### src/hdl/pinv_pkg.sv
package pinv_pkg;

    localparam int SOURCES    = 2;
    localparam int ADDR_W     = 16;
    localparam int RECIP_FRAC = 30;   // reciprocal is 2^RECIP_FRAC / det

    typedef logic signed [15:0] sample_t;

    typedef struct packed {
        sample_t re;
        sample_t im;
    } cplx_sample_t;

    // gram entries wrap modulo 2^32
    typedef logic signed [31:0] gram_t;

    typedef struct packed {
        gram_t g11;
        gram_t g22;
        gram_t g12_re;
        gram_t g12_im;
    } gram_mat_t;

    typedef logic signed [63:0] det_t;
    typedef logic signed [31:0] recip_t;
    typedef logic signed [63:0] inv_t;

    typedef struct packed {
        inv_t i11;
        inv_t i22;
        inv_t i12_re;
        inv_t i12_im;
    } inv_mat_t;

    typedef struct packed {
        logic signed [63:0] re;
        logic signed [63:0] im;
    } result_t;

    typedef enum logic [3:0] {
        IDLE,
        READ,
        DRAIN,
        REGULARIZE,
        DET_MUL,
        DET_SUB,
        DIV_REQ,
        DIV_WAIT,
        INVERT,
        WRITE,
        DONE
    } ctrl_phase_t;

endpackage

### src/hdl/steering_buffer.sv
`timescale 1ns/100ps

module steering_buffer #(
    parameter int  MIC_NUM = 8,
    localparam int IDX_W   = $clog2(MIC_NUM)
) (
    input  logic                   clk,
    input  logic                   rst_n,
    input  logic                   smp_valid,
    input  logic                   smp_src,
    input  logic [IDX_W-1:0]       smp_mic,
    input  pinv_pkg::cplx_sample_t smp_data,
    input  logic [IDX_W-1:0]       vec_mic,
    output pinv_pkg::cplx_sample_t vec_a0,
    output pinv_pkg::cplx_sample_t vec_a1
);
    import pinv_pkg::*;

    cplx_sample_t vec_mem [SOURCES][MIC_NUM];   // one row per source

    always_ff @(posedge clk) begin
        if (smp_valid)
            vec_mem[smp_src][smp_mic] <= smp_data;
    end

    // both sources at the same mic, read by the solver in WRITE
    assign vec_a0 = vec_mem[0][vec_mic];
    assign vec_a1 = vec_mem[1][vec_mic];

    a_mic_range: assert property (@(posedge clk) disable iff (!rst_n)
        smp_valid |-> smp_mic < MIC_NUM);

endmodule

### config.mk
export PLATFORM = sky130hd
export DESIGN_NAME = steering_buffer
export DESIGN_NICKNAME = d
export VERILOG_FILES = /design/src/hdl/pinv_pkg.sv /design/src/hdl/steering_buffer.sv
export SDC_FILE = /design/constraint.sdc
export NUM_CORES = 1
export LEC_CHECK = 0
export ABC_AREA = 1
export BUFFER_PORTS_ARGS = -buffer_cell sky130_fd_sc_hd__buf_2
export CORE_MARGIN = 3
export CORE_UTILIZATION = 30
export CTS_CLUSTER_DIAMETER = 150
export DETAILED_ROUTE_END_ITERATION = 10
export GPL_ROUTABILITY_DRIVEN = 0
export PLACE_DENSITY = 0.45
export SYNTH_ARGS = -nofsm -noshare
export SYNTH_HDL_FRONTEND = slang
export SYNTH_SLANG_ARGS = --single-unit
### constraint.sdc
create_clock -name clk -period 4.4 [get_ports clk]
set_input_delay 0.66 -clock clk [delete_from_list [all_inputs] [get_ports clk]]
set_output_delay 0.66 -clock clk [all_outputs]
set_load 0.1 [all_outputs]
==> out/metrics.yaml <==
run_status:
  status: "finished, final reports clean"
die:
  io_pins: 106
  dieArea_sq_mm: 0.0781
  core-area_sq_mm: 0.0736
  dieHeight_microns: 280
  rows: 99
  initial_core_util_pct: 30.5
  fp.dieW_microns: 280
cells_and_area:
  largest_reg_flops: 512
  fin_cells: 3349
  final_area_sq_mm: 0.0257
  syn_to_final_growth_pct: 14.6
  multi_input_area_sq_mm: 0.00462
  fillers: 7345
  top_register: "vec_mem"
  seq_area_sq_mm: 0.0154
  drive_gt1_share_pct: 9.55
  nets: 2388
  reg_top3: "vec_mem: 512 flops"
cts:
  post_cts_resize_count: 0
  cts_max_level: 2
  clkTransAtPathRegs_ns: 0.06
  cts_hold_buf: 0
  cts_tree: "built"
  post_cts_buffers: 0
  cts_buffers: 56
  clockBufferDepth: 3
  cts-root-buf: "clkbuf_16"
  clock_sinks: 512
global_route:
  antenna_found_initial: 3
  grt.total_usage_pct: 14.6
  grt_pass1_vias: 13600
  grt_max_degree: 141
  grt_first_pass_wirelength_microns: 86100
  grt_overflow: 0
logic_synthesis:
  synth_most_common_cell: "nand2_1"
  ys_ff_latch: 512
  synth_ff_type: "edfxtp_1"
  avgSynthCellArea_sq_um: 10.0
  yosys_warnings: 0
  netlist_instances: 2244
  ys_seq_area_share_pct: 68.5
  ys_types: 14
  synth_edf_count: 512
  synth_largest_type_area_fraction_pct: 68.5
  syn-num-nets: 2286
  synthArstFlopShare_pct: 0
  synth_common_cells: "nand2_1, inv_1, edfxtp_1"
  synth_area_leaders: "edfxtp_1, nand2_1, inv_1"
  yosysTopAreaCell: "edfxtp_1"
  syn-cell-area_sq_mm: 0.0224
timing:
  fmax_mhz: 290
  tns_ns: 0
  tightest_slew_ns: 1.01
  rsz0062_at_grt: "false"
  finalCritPeriodShare_pct: 78.4
  setup_violations: 0
  slew_headroom_pct: 32.1
  final.min_clock_period_ns: 3.45
  hold_viol: 0
  drv_slew: 0
power_and_ir_drop:
  p_int_w: 0.00813
  power_density_mw_per_mm2: 426
  irDropWorstVdd_uv: 292
  p_leak_nw: 11.6
  pwr-share-seq_pct: 50.1
  p_switching_w: 0.00283
  p_clk_share_pct: 39.6
  combPwrFrac_pct: 10.3
  p_sw_share_pct: 25.8
placed_design:
  placed_cells: 3247
  placed_area_sq_mm: 0.0241
  numPortBuffers: 104
  place_hpwl_microns: 30600
routing:
  drc: 0
  routed_wl_microns: 57000
  via_per_inst: 4.25
  wl_per_cell_microns: 17.0
  ant_nets: 0
  first_pass_iters: 5
  vias: 14200
  drt_iter0_markers: 1001
critical_path:
  worstSetupStartpointType: "primary input"
  cp.arrival_ns: 2.79
  crit_required_ns: 3.74
  end_kind: "primary output"
  crit_type: "primary input to primary output"
  critPathMaxFanout: 86
worst_hold_path:
  worst_hold_path.num_cells: 1
  holdCritPathClass: "primary input to flop"
  whs_endpoint: "vec_mem[1][206]"
  hp-start: "smp_data[14]"
job:
  drv_cap: 0
[through the flow]
step                      worst slack (ns)  total power, W  util, %  hold slack (ns)
final                                0.952          0.0110     35.0            0.426
after global routing                 0.795          0.0114     35.0            0.390
after CTS                            0.948          0.0111     35.0            0.380
after detailed placement             0.954         0.00674     32.7             1.06
after global placement               0.909         0.00673     32.7             1.05
after floorplan                      0.738         0.00642        -            0.759
[layer usage]
metal	part of all wire, %	vias up	global-route usage [%]
met2	48	207	24.5
met5	0.023	-	0
met1	46	6762	19.6
li1	-	7174	-
met3	4.3	80	2.73
met4	2.0	2	3.55
[how the worst max path moves through the flow]
stage               startpoint             to  slack (ns)  cells past startpoint
floorplan              smp_src  vec_mem[1][0]        0.74                      3
global placement    vec_mic[0]     vec_a1[23]        0.91                      9
detailed placement  vec_mic[0]     vec_a1[23]        0.95                      9
CTS                 vec_mic[0]     vec_a1[23]        0.95                      9
global route        vec_mic[0]      vec_a0[8]        0.79                      9
finish              vec_mic[0]     vec_a1[23]        0.95                      9
[power by group through the flow]
stage | clock network, W | registers (W) | logic [W]
2_1_floorplan | 0 | 0.00559 | 0.000829
3_3_place_gp | 0 | 0.00559 | 0.00114
3_5_place_dp | 0 | 0.00559 | 0.00115
4_1_cts | 0.00448 | 0.00549 | 0.00115
5_1_grt | 0.00468 | 0.00549 | 0.00123
6_report | 0.00434 | 0.00549 | 0.00113
[kinds of logic after synthesis]
family | synth area share (%)
simple gates | 20.1
buf+inv | 11.4
flops | 68.5
[cells in the final DEF (no fill, tap or decap)]
master	n
buf_2	101
or2_1	1
clkinv_8	1
clkinv_2	4
inv_1	516
nand2_1	836
clkinv_1	15
nand3_1	258
inv_6	2
buf_4	34
or2_2	1
clkbuf_16	56
inv_16	1
clkbuf_8	1
clkbuf_1	20
inv_4	1
bufinv_16	2
nor3_2	8
diode_2	2
nor2_4	8
nor2_1	2
edfxtp_1	512
buf_12	7
inv_8	1
[critical path: stages]
cell and delay, ns:
clkbuf_8 0.38, inv_8 0.33, buf_4 0.34, nand2_1 0.09
nand3_1 0.06, nand2_1 0.09, nand2_1 0.05, nand2_1 0.22
buf_2 0.48
[final cells by class]
| cell class | instances | area share (%) |
|---|---|---|
| inverters | 519 | 7.61 |
| clock inverters | 24 | 0.720 |
| multi-input cells | 1114 | 18.0 |
| flip-flops and latches | 512 | 59.7 |
| diodes | 2 | 0.0194 |
| repair buffers | 143 | 3.55 |
| clock buffers | 76 | 5.74 |
| well taps | 959 | 4.66 |
(Power assumes the default switching activity.)
