File: config.mk
export PLATFORM = sky130hd
export DESIGN_NAME = pinv_controller
export DESIGN_NICKNAME = d
export VERILOG_FILES = /design/src/hdl/pinv_pkg.sv /design/src/hdl/pinv_controller.sv
export SDC_FILE = /design/constraint.sdc
export NUM_CORES = 1
export LEC_CHECK = 0
export ABC_AREA = 0
export BUFFER_PORTS_ARGS = -buffer_cell sky130_fd_sc_hd__buf_2
export CAP_MARGIN = 20
export CORE_ASPECT_RATIO = 1.75
export CORE_MARGIN = 2
export CORE_UTILIZATION = 58
export CTS_BUF_LIST = sky130_fd_sc_hd__clkbuf_4
export CTS_CLUSTER_SIZE = 14
export DETAILED_ROUTE_END_ITERATION = 6
export MAX_ROUTING_LAYER = met4
export PLACE_DENSITY_LB_ADDON = 0.25
export SYNTH_ARGS = -nofsm -noshare
export SYNTH_HDL_FRONTEND = slang
export SYNTH_SLANG_ARGS = --single-unit
File: constraint.sdc
create_clock -name clk -period 2.47 [get_ports clk]
set_clock_uncertainty 0.1 [all_clocks]
set_input_delay 0.1235 -clock clk [delete_from_list [all_inputs] [get_ports clk]]
set_output_delay 0.1235 -clock clk [all_outputs]
set_load 0.01 [all_outputs]
File: src/hdl/pinv_pkg.sv
package pinv_pkg;

    localparam int SOURCES    = 2;
    localparam int ADDR_W     = 16;
    localparam int RECIP_FRAC = 30;   // reciprocal is 2^RECIP_FRAC / det

    typedef logic signed [15:0] sample_t;

    typedef struct packed {
        sample_t re;
        sample_t im;
    } cplx_sample_t;

    // gram entries wrap modulo 2^32
    typedef logic signed [31:0] gram_t;

    typedef struct packed {
        gram_t g11;
        gram_t g22;
        gram_t g12_re;
        gram_t g12_im;
    } gram_mat_t;

    typedef logic signed [63:0] det_t;
    typedef logic signed [31:0] recip_t;
    typedef logic signed [63:0] inv_t;

    typedef struct packed {
        inv_t i11;
        inv_t i22;
        inv_t i12_re;
        inv_t i12_im;
    } inv_mat_t;

    typedef struct packed {
        logic signed [63:0] re;
        logic signed [63:0] im;
    } result_t;

    typedef enum logic [3:0] {
        IDLE,
        READ,
        DRAIN,
        REGULARIZE,
        DET_MUL,
        DET_SUB,
        DIV_REQ,
        DIV_WAIT,
        INVERT,
        WRITE,
        DONE
    } ctrl_phase_t;

endpackage

File: src/hdl/pinv_controller.sv
`timescale 1ns/100ps

module pinv_controller #(
    parameter int  MIC_NUM    = 8,
    parameter int  RD_LATENCY = 2,
    parameter int  FREQ_NUM   = 257,
    localparam int IDX_W      = $clog2(MIC_NUM)
) (
    input  logic                        clk,
    input  logic                        rst_n,
    input  logic                        start,
    input  logic                        div_quot_valid,
    output logic                        rd_en,
    output logic [pinv_pkg::ADDR_W-1:0] rd_addr,
    output logic                        smp_valid,
    output logic                        smp_src,
    output logic [IDX_W-1:0]            smp_mic,
    output pinv_pkg::ctrl_phase_t       phase,
    input  logic                        wr_en,
    output logic [pinv_pkg::ADDR_W-1:0] wr_addr,
    output logic                        done,
    output logic                        all_freq_finish
);
    import pinv_pkg::*;

    localparam int CNT_W  = $clog2(2 * MIC_NUM + RD_LATENCY);
    localparam int FREQ_W = $clog2(FREQ_NUM + 1);

    logic [CNT_W-1:0]      cnt;        // shared by READ, DRAIN and WRITE
    logic [FREQ_W-1:0]     freq_cnt;
    logic [RD_LATENCY-1:0] vld_sr;
    logic                  last_wr;

    assign rd_en     = (phase == READ);
    assign done      = (phase == DONE);
    assign smp_valid = vld_sr[RD_LATENCY-1];
    assign last_wr   = (phase == WRITE) && wr_en && (cnt == CNT_W'(2 * MIC_NUM - 1));

    // ==================================================
    // phase sequencer
    // ==================================================
    always_ff @(posedge clk or negedge rst_n) begin
        if (!rst_n) begin
            phase <= IDLE;
            cnt   <= '0;
        end else begin
            case (phase)
                IDLE:       if (start) phase <= READ;   // busy starts never get here
                READ: begin
                    if (cnt == CNT_W'(2 * MIC_NUM - 1)) begin
                        phase <= DRAIN;
                        cnt   <= '0;
                    end else begin
                        cnt <= cnt + 1'b1;
                    end
                end
                DRAIN: begin
                    if (cnt == CNT_W'(RD_LATENCY - 1)) begin
                        phase <= REGULARIZE;
                        cnt   <= '0;
                    end else begin
                        cnt <= cnt + 1'b1;
                    end
                end
                REGULARIZE: phase <= DET_MUL;
                DET_MUL:    phase <= DET_SUB;
                DET_SUB:    phase <= DIV_REQ;
                DIV_REQ:    phase <= DIV_WAIT;
                DIV_WAIT:   if (div_quot_valid) phase <= INVERT;
                INVERT:     phase <= WRITE;
                WRITE: begin
                    if (last_wr) begin
                        phase <= DONE;
                        cnt   <= '0;
                    end else if (wr_en) begin
                        cnt <= cnt + 1'b1;
                    end
                end
                default:    phase <= IDLE;      // DONE included
            endcase
        end
    end

    // frequency count and finish flag
    always_ff @(posedge clk or negedge rst_n) begin
        if (!rst_n) begin
            freq_cnt        <= '0;
            all_freq_finish <= 1'b0;
        end else if (phase == IDLE && start) begin
            all_freq_finish <= 1'b0;
        end else if (last_wr) begin
            freq_cnt        <= (freq_cnt == FREQ_W'(FREQ_NUM - 1)) ? '0 : freq_cnt + 1'b1;
            all_freq_finish <= (freq_cnt == FREQ_W'(FREQ_NUM - 1));
        end
    end

    // ==================================================
    // read latency tracking and addresses
    // ==================================================
    always_ff @(posedge clk or negedge rst_n) begin
        if (!rst_n) begin
            vld_sr  <= '0;
            smp_src <= 1'b0;
            smp_mic <= '0;
            rd_addr <= '0;
            wr_addr <= '0;
        end else begin
            vld_sr <= (vld_sr << 1) | RD_LATENCY'(rd_en);
            if (smp_valid) begin
                if (smp_mic == IDX_W'(MIC_NUM - 1)) begin
                    smp_mic <= '0;
                    smp_src <= ~smp_src;   // wraps back to source 0 after 2*MIC_NUM
                end else begin
                    smp_mic <= smp_mic + 1'b1;
                end
            end
            if (rd_en)
                rd_addr <= rd_addr + 1'b1;
            if (wr_en)
                wr_addr <= wr_addr + 1'b1;
        end
    end

    // divider must not answer unless a request is pending
    a_quot_in_wait: assert property (@(posedge clk) disable iff (!rst_n)
        div_quot_valid |-> phase == DIV_WAIT);

endmodule

==> impl_metrics.tcl, run 1 <==
set metrics [dict create \
    yosys.area.top_type "dfrtp_1" \
    pin_count 49 \
    detail_route.wl_per_cell_um 13.92 \
    synth_top_area_share_pct 49.98 \
    syn_inst 259 \
    fin_cells 382 \
    r2r.worst_path.cells 8 \
    grt_max_degree 31 \
    worstPathArrival_ps 2460 \
    cts.sinks 57 \
    setup_violations 0 \
    grt_pass1_wl_um 9356 \
    drtIter0Drc 44 \
    wl_met1_um 2126 \
    dr.pass1.iters 6 \
    place_congestion 0.8027 \
    dp.cells 361 \
    wirelength_um 5318 \
    post-cts-setup-buffers 0 \
    synthArstFlopShare_pct 100.0 \
    core_um2 4707 \
    via_per_inst 5.615 \
    fin_crit_sh_pct 92.64 \
    drive_gt1_share_pct 27.05 \
    rows 33 \
    synth_seq_cells 57 \
    clkLatencyLatePin_ps 390 \
    finalSetupTns_ps 0 \
    maxSlewViolCount 0 \
    top_layer_used "met4" \
    synth_common_cells "dfrtp_1 (57), nor2_1 (22), nand2_1 (20), xnor2_1 (20)" \
    synthTopCellsByArea "dfrtp_1 (50%), xnor2_1 (6.1%), xor2_1 (4.9%)" \
    r2r-start "cnt[0]$_DFFE_PN0P_" \
    dp.final_hpwl_um 3834 \
    required_ps 2640 \
    hold_depth 4 \
    met2WireLength_um 2911 \
    tritoncts "yes" \
    worstMarginPinSlew_ps 410.8 \
    relSlewSlack_pct 72.41 \
    ys_seq_area_share_pct 49.98 \
    fin_area_um2 3379 \
    end_kind "flip-flop" \
    rsz0062_at_grt "no" \
    peakVddDrop_mv 0.8581 \
    worstPathMaxFanout 4 \
    routed-wl-met3_um 171 \
    synth_most_common_cell "dfrtp_1" \
    dieHeight_um 96.80 \
    grt_pass1_vias 2130 \
    synth_area_um2 2854 \
    yosysWarnings 0 \
    period_minus_slack_ps 2288 \
    port_buffers 48 \
    antenna_found_initial 1 \
    root_buffer "clkbuf_4" \
    h-tree-depth 3 \
    p_leak_uw 0.001724 \
    track_usage_pct 22.26 \
    placement.cell_area_um2 3179 \
    synth_flop_cell "dfrtp_1" \
    initial_utilization_pct 60.63 \
    syn_area_per_cell_um2 11.02 \
    status "finished, final reports clean" \
    syn2layout_area_growth_pct 18.41 \
    vias 2145 \
    dieWidth_um 57.03 \
    worstSetupPathType "reg -> reg" \
    dieArea_um2 5520 \
    numCtsBuffers 9 \
    gr-total-overflow 0 \
    r2r_end "phase[0]$_DFFE_PN0P_" \
    nNetsFinal 339 \
    hold_end "all_freq_finish$_DFFE_PN0P_" \
    synth_edf_count 0 \
    fillers 351 \
    clk_pin_slew_ps 100 \
    hold_class "in -> reg" \
    start_kind "flip-flop" \
    synth_fp_nets 274 \
    yosysUniqueCellTypes 51 \
    cap_violations 0 \
    fmax_mhz 437.0 \
    min_from "start" \
    drc 0 \
    cts_buffer_depth 2 \
    hold_viol 0 \
    ant_nets 0 \
    p_per_area_nw_per_um2 966.9 \
    rrSetupSlack_ps 180 \
]
critical path, cell delays in order (launching register included):
cell     delay [ps]
dfrtp_1         410
ha_1            210
nand3_1         120
inv_1            80
ha_1            190
and2_1          200
o22ai_2         100
or3_1           440
mux2_1          320
layout make-up:
class	instances	area, um2	share of cell area, %
diodes	1	2.502	0.07405
clock buffers	12	90.09	2.666
clock inverters	4	67.56	1.999
inverters	16	60.06	1.777
multi-input cells	181	1335	39.50
flip-flops and latches	57	1426	42.21
well taps	52	65.06	1.925
repair buffers	59	332.8	9.848
worst max-delay path by stage:
stage,start,end
detailed placement,cnt[0]$_DFFE_PN0P_,phase[0]$_DFFE_PN0P_
CTS,cnt[0]$_DFFE_PN0P_,phase[0]$_DFFE_PN0P_
finish,cnt[0]$_DFFE_PN0P_,phase[0]$_DFFE_PN0P_
global placement,cnt[0]$_DFFE_PN0P_,phase[0]$_DFFE_PN0P_
global route,cnt[0]$_DFFE_PN0P_,phase[0]$_DFFE_PN0P_
floorplan,cnt[0]$_DFFE_PN0P_,phase[0]$_DFFE_PN0P_
cell usage in the layout, fill, tap and decap left out, drive strengths merged, types with 9 or more instances in the layout:
cell	count
clkbuf	12
and3	9
nand2	20
nor2	22
buf	55
xnor2	20
dfrtp	57
nand4	13
xor2	16
inv	16
ha	10
repair_timing:
item | in CTS | in global routing
resized for setup | 0 | 0
hold buffers | 4 | 0
endpoints found under the hold margin | 60 | 0
where the power goes:
| group | leakage, uW | switching (uW) | internal (uW) |
|---|---|---|---|
| combinational | 0.000907 | 583 | 527 |
| clock | 0.0000866 | 327 | 439 |
| sequential | 0.000730 | 242 | 1150 |
| total | 0.00172 | 1150 | 2110 |
cells by family after synthesis:
kind of cell               share of synthesized area (%)
AOI/OAI and AO/OA                                  5.656
xor gates and xnor gates                           11.05
DFF                                                49.98
muxes                                              3.858
buffers and inverters                              3.244
adders and majority gates                          4.384
and+or+nand+nor                                    21.83
registers in the layout (all words and copies together), names as in the netlist:
name,count
all_freq_finish,1
rd_addr,16
freq_cnt,9
smp_src,1
smp_mic,3
wr_addr,16
cnt,5
phase,4
vld_sr,2
through the flow:
| stage | total power (uW) | setup slack (ps) | util (%) | hold WS [ps] |
|---|---|---|---|---|
| 6_report | 3267 | 181.7 | 71.80 | 55.67 |
| 5_1_grt | 3490 | 26.24 | 71.80 | 87.74 |
| 4_1_cts | 3298 | 182.2 | 71.74 | 41.25 |
| 3_5_place_dp | 2519 | 236.8 | 67.54 | -185.2 |
| 3_3_place_gp | 2481 | 289.8 | 67.54 | -186.3 |
| 2_1_floorplan | 2134 | 401.6 | - | -272.1 |
metal layers:
layer  track usage, %  vias to the layer above
li1                 -                     1044
met1            23.95                     1048
met2            38.11                       44
met3            4.011                        9
met4            11.27                        0
met5                -                        -
Note: power is estimated with default switching activity, not from simulation.
==> inputs of run 2 (changes only) <==
- CORE_UTILIZATION: 58 -> 52
- REMOVE_ABC_BUFFERS: not set -> 1
- clock period: 2.47 -> 2.1 ns (I/O delays scaled with it)
==> impl_metrics.tcl, run 2 (same netlist as run 1, synthesis figures left out) <==
set metrics [dict create \
    fin_hold_ws_ps 64.10 \
    setup_violations 0 \
    core_um2 5299 \
    vias 2205 \
    rsz0062_at_grt "yes" \
    nNetsFinal 349 \
    r2r.worst_path.cells 7 \
    worstSetupPathType "reg -> reg" \
    root_buffer "clkbuf_4" \
    numCtsBuffers 9 \
    swShare_pct 37.26 \
    utilization_pct 66.33 \
    port_buffers 48 \
    crit_path_top_delay_cell "or3_4" \
    pin_count 49 \
    initial_utilization_pct 53.86 \
    fmax_mhz 476.4 \
    ant_nets 0 \
    via_per_inst 5.339 \
    final_cell_mix "dfrtp_1 (57), buf_2 (48), nor2_1 (22)" \
    drc 0 \
    start_kind "flip-flop" \
    cts.sinks 57 \
    grt_pass1_vias 2159 \
    detail_route.wl_per_cell_um 14.03 \
    p_int_uw 2470 \
    min_from "start" \
    hold_class "in -> reg" \
    maxSlewViolCount 0 \
    syn2layout_area_growth_pct 23.15 \
    dr.pass1.iters 4 \
    p_per_area_nw_per_um2 1120 \
    p_leak_uw 0.001790 \
    r2r-start "cnt[1]$_DFFE_PN0P_" \
    cpPeakStageDelay_ps 420 \
    rows 35 \
    fillers 448 \
    gr-total-overflow 0 \
    place_congestion 0.8001 \
    fin_crit_sh_pct 99.95 \
    worstPathMaxFanout 3 \
    worstPathArrival_ps 2280 \
    cap_violations 0 \
    power_frac_clock_pct 19.8 \
    drive_gt1_share_pct 31.56 \
    fin_cells 413 \
    p_comb_share_pct 38.2 \
    clk_pin_slew_ps 100 \
    hold_viol 0 \
    diodes 0 \
    top_regs "rd_addr (16), wr_addr (16), freq_cnt (9)" \
    period_minus_slack_ps 2099 \
    hold_depth 4 \
    h-tree-depth 3 \
    r2r_end "phase[0]$_DFFE_PN0P_" \
    finalSetupTns_ps 0 \
    final_common_cell "dfrtp_1" \
    grt_max_degree 58 \
    worstMarginPinSlew_ps 386.1 \
    path_cells "buf_4, inv_1, ha_1, nor4b_4, o22ai_2, or3_4, mux2_1" \
    clkLatencyLatePin_ps 400 \
    dieHeight_um 102.0 \
    dieArea_um2 6120 \
    dieWidth_um 60 \
    dp.final_hpwl_um 4064 \
    track_usage_pct 21.46 \
    required_ps 2280 \
    grt_pass1_wl_um 9501 \
    antenna_found_initial 0 \
    peakVddDrop_mv 0.7801 \
    total_power_uw 3938 \
    end_kind "flip-flop" \
    relSlewSlack_pct 74.06 \
    cts_buffer_depth 2 \
    wirelength_um 5793 \
    switchingPower_uw 1467 \
    status "finished, final reports clean" \
    hold_end "all_freq_finish$_DFFE_PN0P_" \
    rrSetupSlack_ps 1 \
    p_seq_share_pct 42.0 \
    drtIter0Drc 92 \
    dp.cells 390 \
    tritoncts "yes" \
]
run 2: changes by cell type in the layout (fill, tap and decap cells not counted), sizes merged:
cell         change
bufinv           -1
clkinv           +1
clkinvlp         +2
clkbuf           -2
buf             +11
dlygate4sd3      -1
diode            -1
run 2: layer usage:
metal  vias to the layer above  track usage [%]  wire length, um
met1                      1081            22.99             2305
met5                         -                -                0
li1                       1060                -                -
met4                         0            11.45              149
met2                        50            34.28             3132
met3                        14            7.089              206
run 2: worst max-delay path by stage:
stage                                 endpoint  cells past startpoint          startpoint
final                     phase[0]$_DFFE_PN0P_                      7  cnt[1]$_DFFE_PN0P_
after global placement    phase[0]$_DFFE_PN0P_                      8  cnt[1]$_DFFE_PN0P_
after detailed placement  phase[0]$_DFFE_PN0P_                      8  cnt[1]$_DFFE_PN0P_
after floorplan           phase[0]$_DFFE_PN0P_                      8  cnt[0]$_DFFE_PN0P_
after CTS                 phase[0]$_DFFE_PN0P_                      7  cnt[1]$_DFFE_PN0P_
after global routing      phase[0]$_DFFE_PN0P_                      7  cnt[1]$_DFFE_PN0P_
run 2: layout make-up:
class | instances | area, um2 | share of cell area (%)
clock inverters | 6 | 58.81 | 1.673
clock buffers | 10 | 75.07 | 2.136
well taps | 74 | 92.59 | 2.634
repair buffers | 69 | 417.9 | 11.89
flip-flops and latches | 57 | 1426 | 40.58
multi-input cells | 181 | 1384 | 39.37
inverters | 16 | 60.06 | 1.709
run 2: power by group through the flow:
stage / Sequential (uW) / Clock [uW] / Combinational [uW]
finish: 1650 / 780 / 1500
global route: 1690 / 860 / 1660
CTS: 1640 / 809 / 1460
detailed placement: 1660 / 0 / 1400
global placement: 1650 / 0 / 1360
floorplan: 1760 / 0 / 702
run 2: metrics by stage:
stage / instance area, um2 / setup WS (ps)
final: 3515 / 1.043
after floorplan: 2821 / 31.25
after CTS: 3475 / 9.797
after global routing: 3515 / -66.08
after detailed placement: 3272 / -65.64
after global placement: 3272 / 52.26
run 2: worst max-delay path, delay by kind of cell (launching register included):
kind / cells / cell delay, ps
AO/OA/AOI/OAI: 1 / 130
multiplexers: 1 / 320
buffers and inverters: 2 / 220
flip-flops: 1 / 400
AND/OR/NAND/NOR: 2 / 660
adder cells (fa/ha/maj): 1 / 160
run 2: repair_timing:
item,CTS,global route
setup endpoints to repair,2,6
pin swaps,0,2
setup buffers,1,3
hold buffers,3,0
gates resized for setup,6,4
endpoints found under the hold margin,61,0
==> inputs of run 3 (changes only) <==
- ABC_AREA: 0 -> 1
- CORE_UTILIZATION: 52 -> 53
==> impl_metrics.tcl, run 3 <==
set metrics [dict create \
    dieArea_um2 6524 \
    grt_pass1_wl_um 10890 \
    dieWidth_um 61.92 \
    top_regs "rd_addr (16), wr_addr (16), freq_cnt (9)" \
    clk_pin_slew_ps 100 \
    worstPathArrival_ps 2090 \
    grt_max_degree 22 \
    dr.pass1.iters 5 \
    grt_use_met1_pct 25.22 \
    synth_edf_count 0 \
    synth_flop_cell "dfrtp_1" \
    via_per_inst 4.957 \
    synth_most_common_cell "nand2_1" \
    drive_gt1_share_pct 19.65 \
    synthAdderAreaFrac_pct 4.021 \
    worstPathMaxFanout 11 \
    syn_area_per_cell_um2 7.999 \
    synth_mux_area_share_pct 0.7238 \
    dp.final_hpwl_um 4881 \
    start_kind "flip-flop" \
    vias 2657 \
    grt_busiest_layer "met2" \
    gr-total-overflow 0 \
    rsz0062_at_grt "no" \
    initial_utilization_pct 53.77 \
    finalSetupTns_ps 0 \
    detail_route.wl_per_cell_um 11.85 \
    synthArstFlopShare_pct 100.0 \
    pin_count 49 \
    core_um2 5787 \
    tritoncts "yes" \
    port_buffers 48 \
    hold_class "in -> async" \
    drc 0 \
    end_kind "flip-flop" \
    nNetsFinal 468 \
    root_buffer "clkbuf_4" \
    track_usage_pct 22.36 \
    cts_buffer_depth 2 \
    crit_top_cell "nand2_1" \
    placement.cell_area_um2 3453 \
    required_ps 2290 \
    hold_viol 0 \
    h-tree-depth 3 \
    clkLatencyLatePin_ps 410 \
    synth_compound_area_share_pct 3.136 \
    fin_crit_sh_pct 90.39 \
    ant_nets 0 \
    antenna_found_initial 0 \
    cts.sinks 57 \
    p_leak_uw 0.001996 \
    p_per_area_nw_per_um2 1048 \
    syn_inst 389 \
    period_minus_slack_ps 1898 \
    yosysWarnings 0 \
    synth_top_area_share_pct 45.84 \
    peakVddDrop_mv 0.7702 \
    synthTopCellsByArea "dfrtp_1 (46%), nand2_1 (14%), inv_1 (6.8%)" \
    dieHeight_um 105.4 \
    cpPeakStageDelay_ps 400 \
    yosys.area.top_type "dfrtp_1" \
    cap_violations 0 \
    synth_common_cells "nand2_1 (115), dfrtp_1 (57), inv_1 (56)" \
    wirelength_um 6349 \
    path_cells "ha_1, nand2_1, nor2_1, ha_1, nand2_1, inv_1, nand2_2, nor2_1, nand2_1, xor2_1" \
    synth_top_family_by_area "simple AND/OR/NAND/NOR gates" \
    dp.cells 516 \
    setup_violations 0 \
    final_common_cell "nand2_1" \
    use_met3_pct 4.908 \
    synth_area_um2 3112 \
    relSlewSlack_pct 69.09 \
    fin_cells 536 \
    grtUsageMet2_pct 38.05 \
    fin_hold_ws_ps 76.03 \
    fmax_mhz 526.8 \
    status "finished, final reports clean" \
    numCtsBuffers 9 \
    syn2layout_area_growth_pct 16.57 \
    place_congestion 0.8285 \
    grt_pass1_vias 2516 \
    final_cell_mix "nand2_1 (115), dfrtp_1 (57), inv_1 (56)" \
    drtIter0Drc 107 \
    worstMarginPinSlew_ps 463.6 \
    ys_seq_area_share_pct 45.84 \
    crit_path_top_delay_cell "dfrtp_1" \
    diodes 0 \
    fin_area_um2 3627 \
    utilization_pct 62.68 \
    synth-simple-area-share_pct 31.12 \
    post-cts-setup-buffers 0 \
    rows 37 \
    yosysUniqueCellTypes 27 \
    worstSetupPathType "reg -> reg" \
    maxSlewViolCount 0 \
    synth_xor_area_share_pct 7.318 \
    synth_seq_cells 57 \
]
run 3: cell types whose count changed after synthesis, sizes merged, moves of 4 or more:
cell / delta
inv: +45
xnor2: -11
nand3: +15
nor2: +18
nand3b: +5
nand2b: -4
mux2: -6
nand2: +102
o21ai: +9
and3: -8
run 3: area by class of cell:
type	instances	area [um2]
inverter	62	232.7
clock inverter	6	58.81
sequential	57	1426
timing repair buffer	54	295.3
fill	521	2160
multi-input combinational	269	1441
tap	78	97.59
clock buffer	10	75.07
run 3: stage by stage:
| step | power, uW | worst slack [ps] |
|---|---|---|
| after floorplan | 2566 | 391.3 |
| after global routing | 4141 | 14.59 |
| after global placement | 2981 | 274.4 |
| after CTS | 3840 | 208.2 |
| final | 3802 | 201.9 |
| after detailed placement | 3052 | 220.8 |
run 3: worst paths after layout:
check	from	endpoint	slack (ps)	cells past startpoint
worst max-delay path	cnt[0]$_DFFE_PN0P_	freq_cnt[7]$_DFFE_PN0P_	200	10
worst min-delay path	rst_n	rd_addr[6]$_DFFE_PN0P_	80	2
worst max register to register	cnt[0]$_DFFE_PN0P_	freq_cnt[7]$_DFFE_PN0P_	200	10
worst min register to register	vld_sr[0]$_DFF_PN0_	vld_sr[1]$_DFF_PN0_	260	0
max in group asynchronous	rst_n	wr_addr[7]$_DFFE_PN0P_	1190	3
min in group clk	vld_sr[0]$_DFF_PN0_	vld_sr[1]$_DFF_PN0_	260	0
run 3: cells by family (layout without fill, tap and decap cells):
kind of cell / count (synthesis) / after routing
adders and majority gates: 10 / 10
buffers and inverters: 63 / 132
AOI/OAI and AO/OA: 18 / 18
and+or+nand+nor: 213 / 213
muxes: 2 / 2
xor gates and xnor gates: 26 / 26
DFF: 57 / 57
run 3: timing repair:
| action | 4_1_cts | 5_1_grt |
|---|---|---|
| hold endpoints to repair | 61 | 0 |
| hold buffers | 4 | 0 |
| resized for setup | 0 | 0 |
run 3: power breakdown:
| part | internal [uW] | switching [uW] |
|---|---|---|
| logic | 533 | 868 |
| registers | 1340 | 279 |
| clock network | 368 | 412 |
| total | 2240 | 1560 |
run 3: critical path, delay by kind of cell (launching register included):
family	cells	cell delay, ps
xor+xnor	1	140
simple gates	6	710
fa+ha+maj	2	390
buf+inv	1	70
flops	1	400
run 3: layer usage:
layer  up-vias  wire, um  part of all wire (%)
met1      1254      2589                    41
met5         -         0                     0
li1       1344         -                     -
met3         9       192                   3.0
met4         0       107                   1.7
met2        50      3460                    54
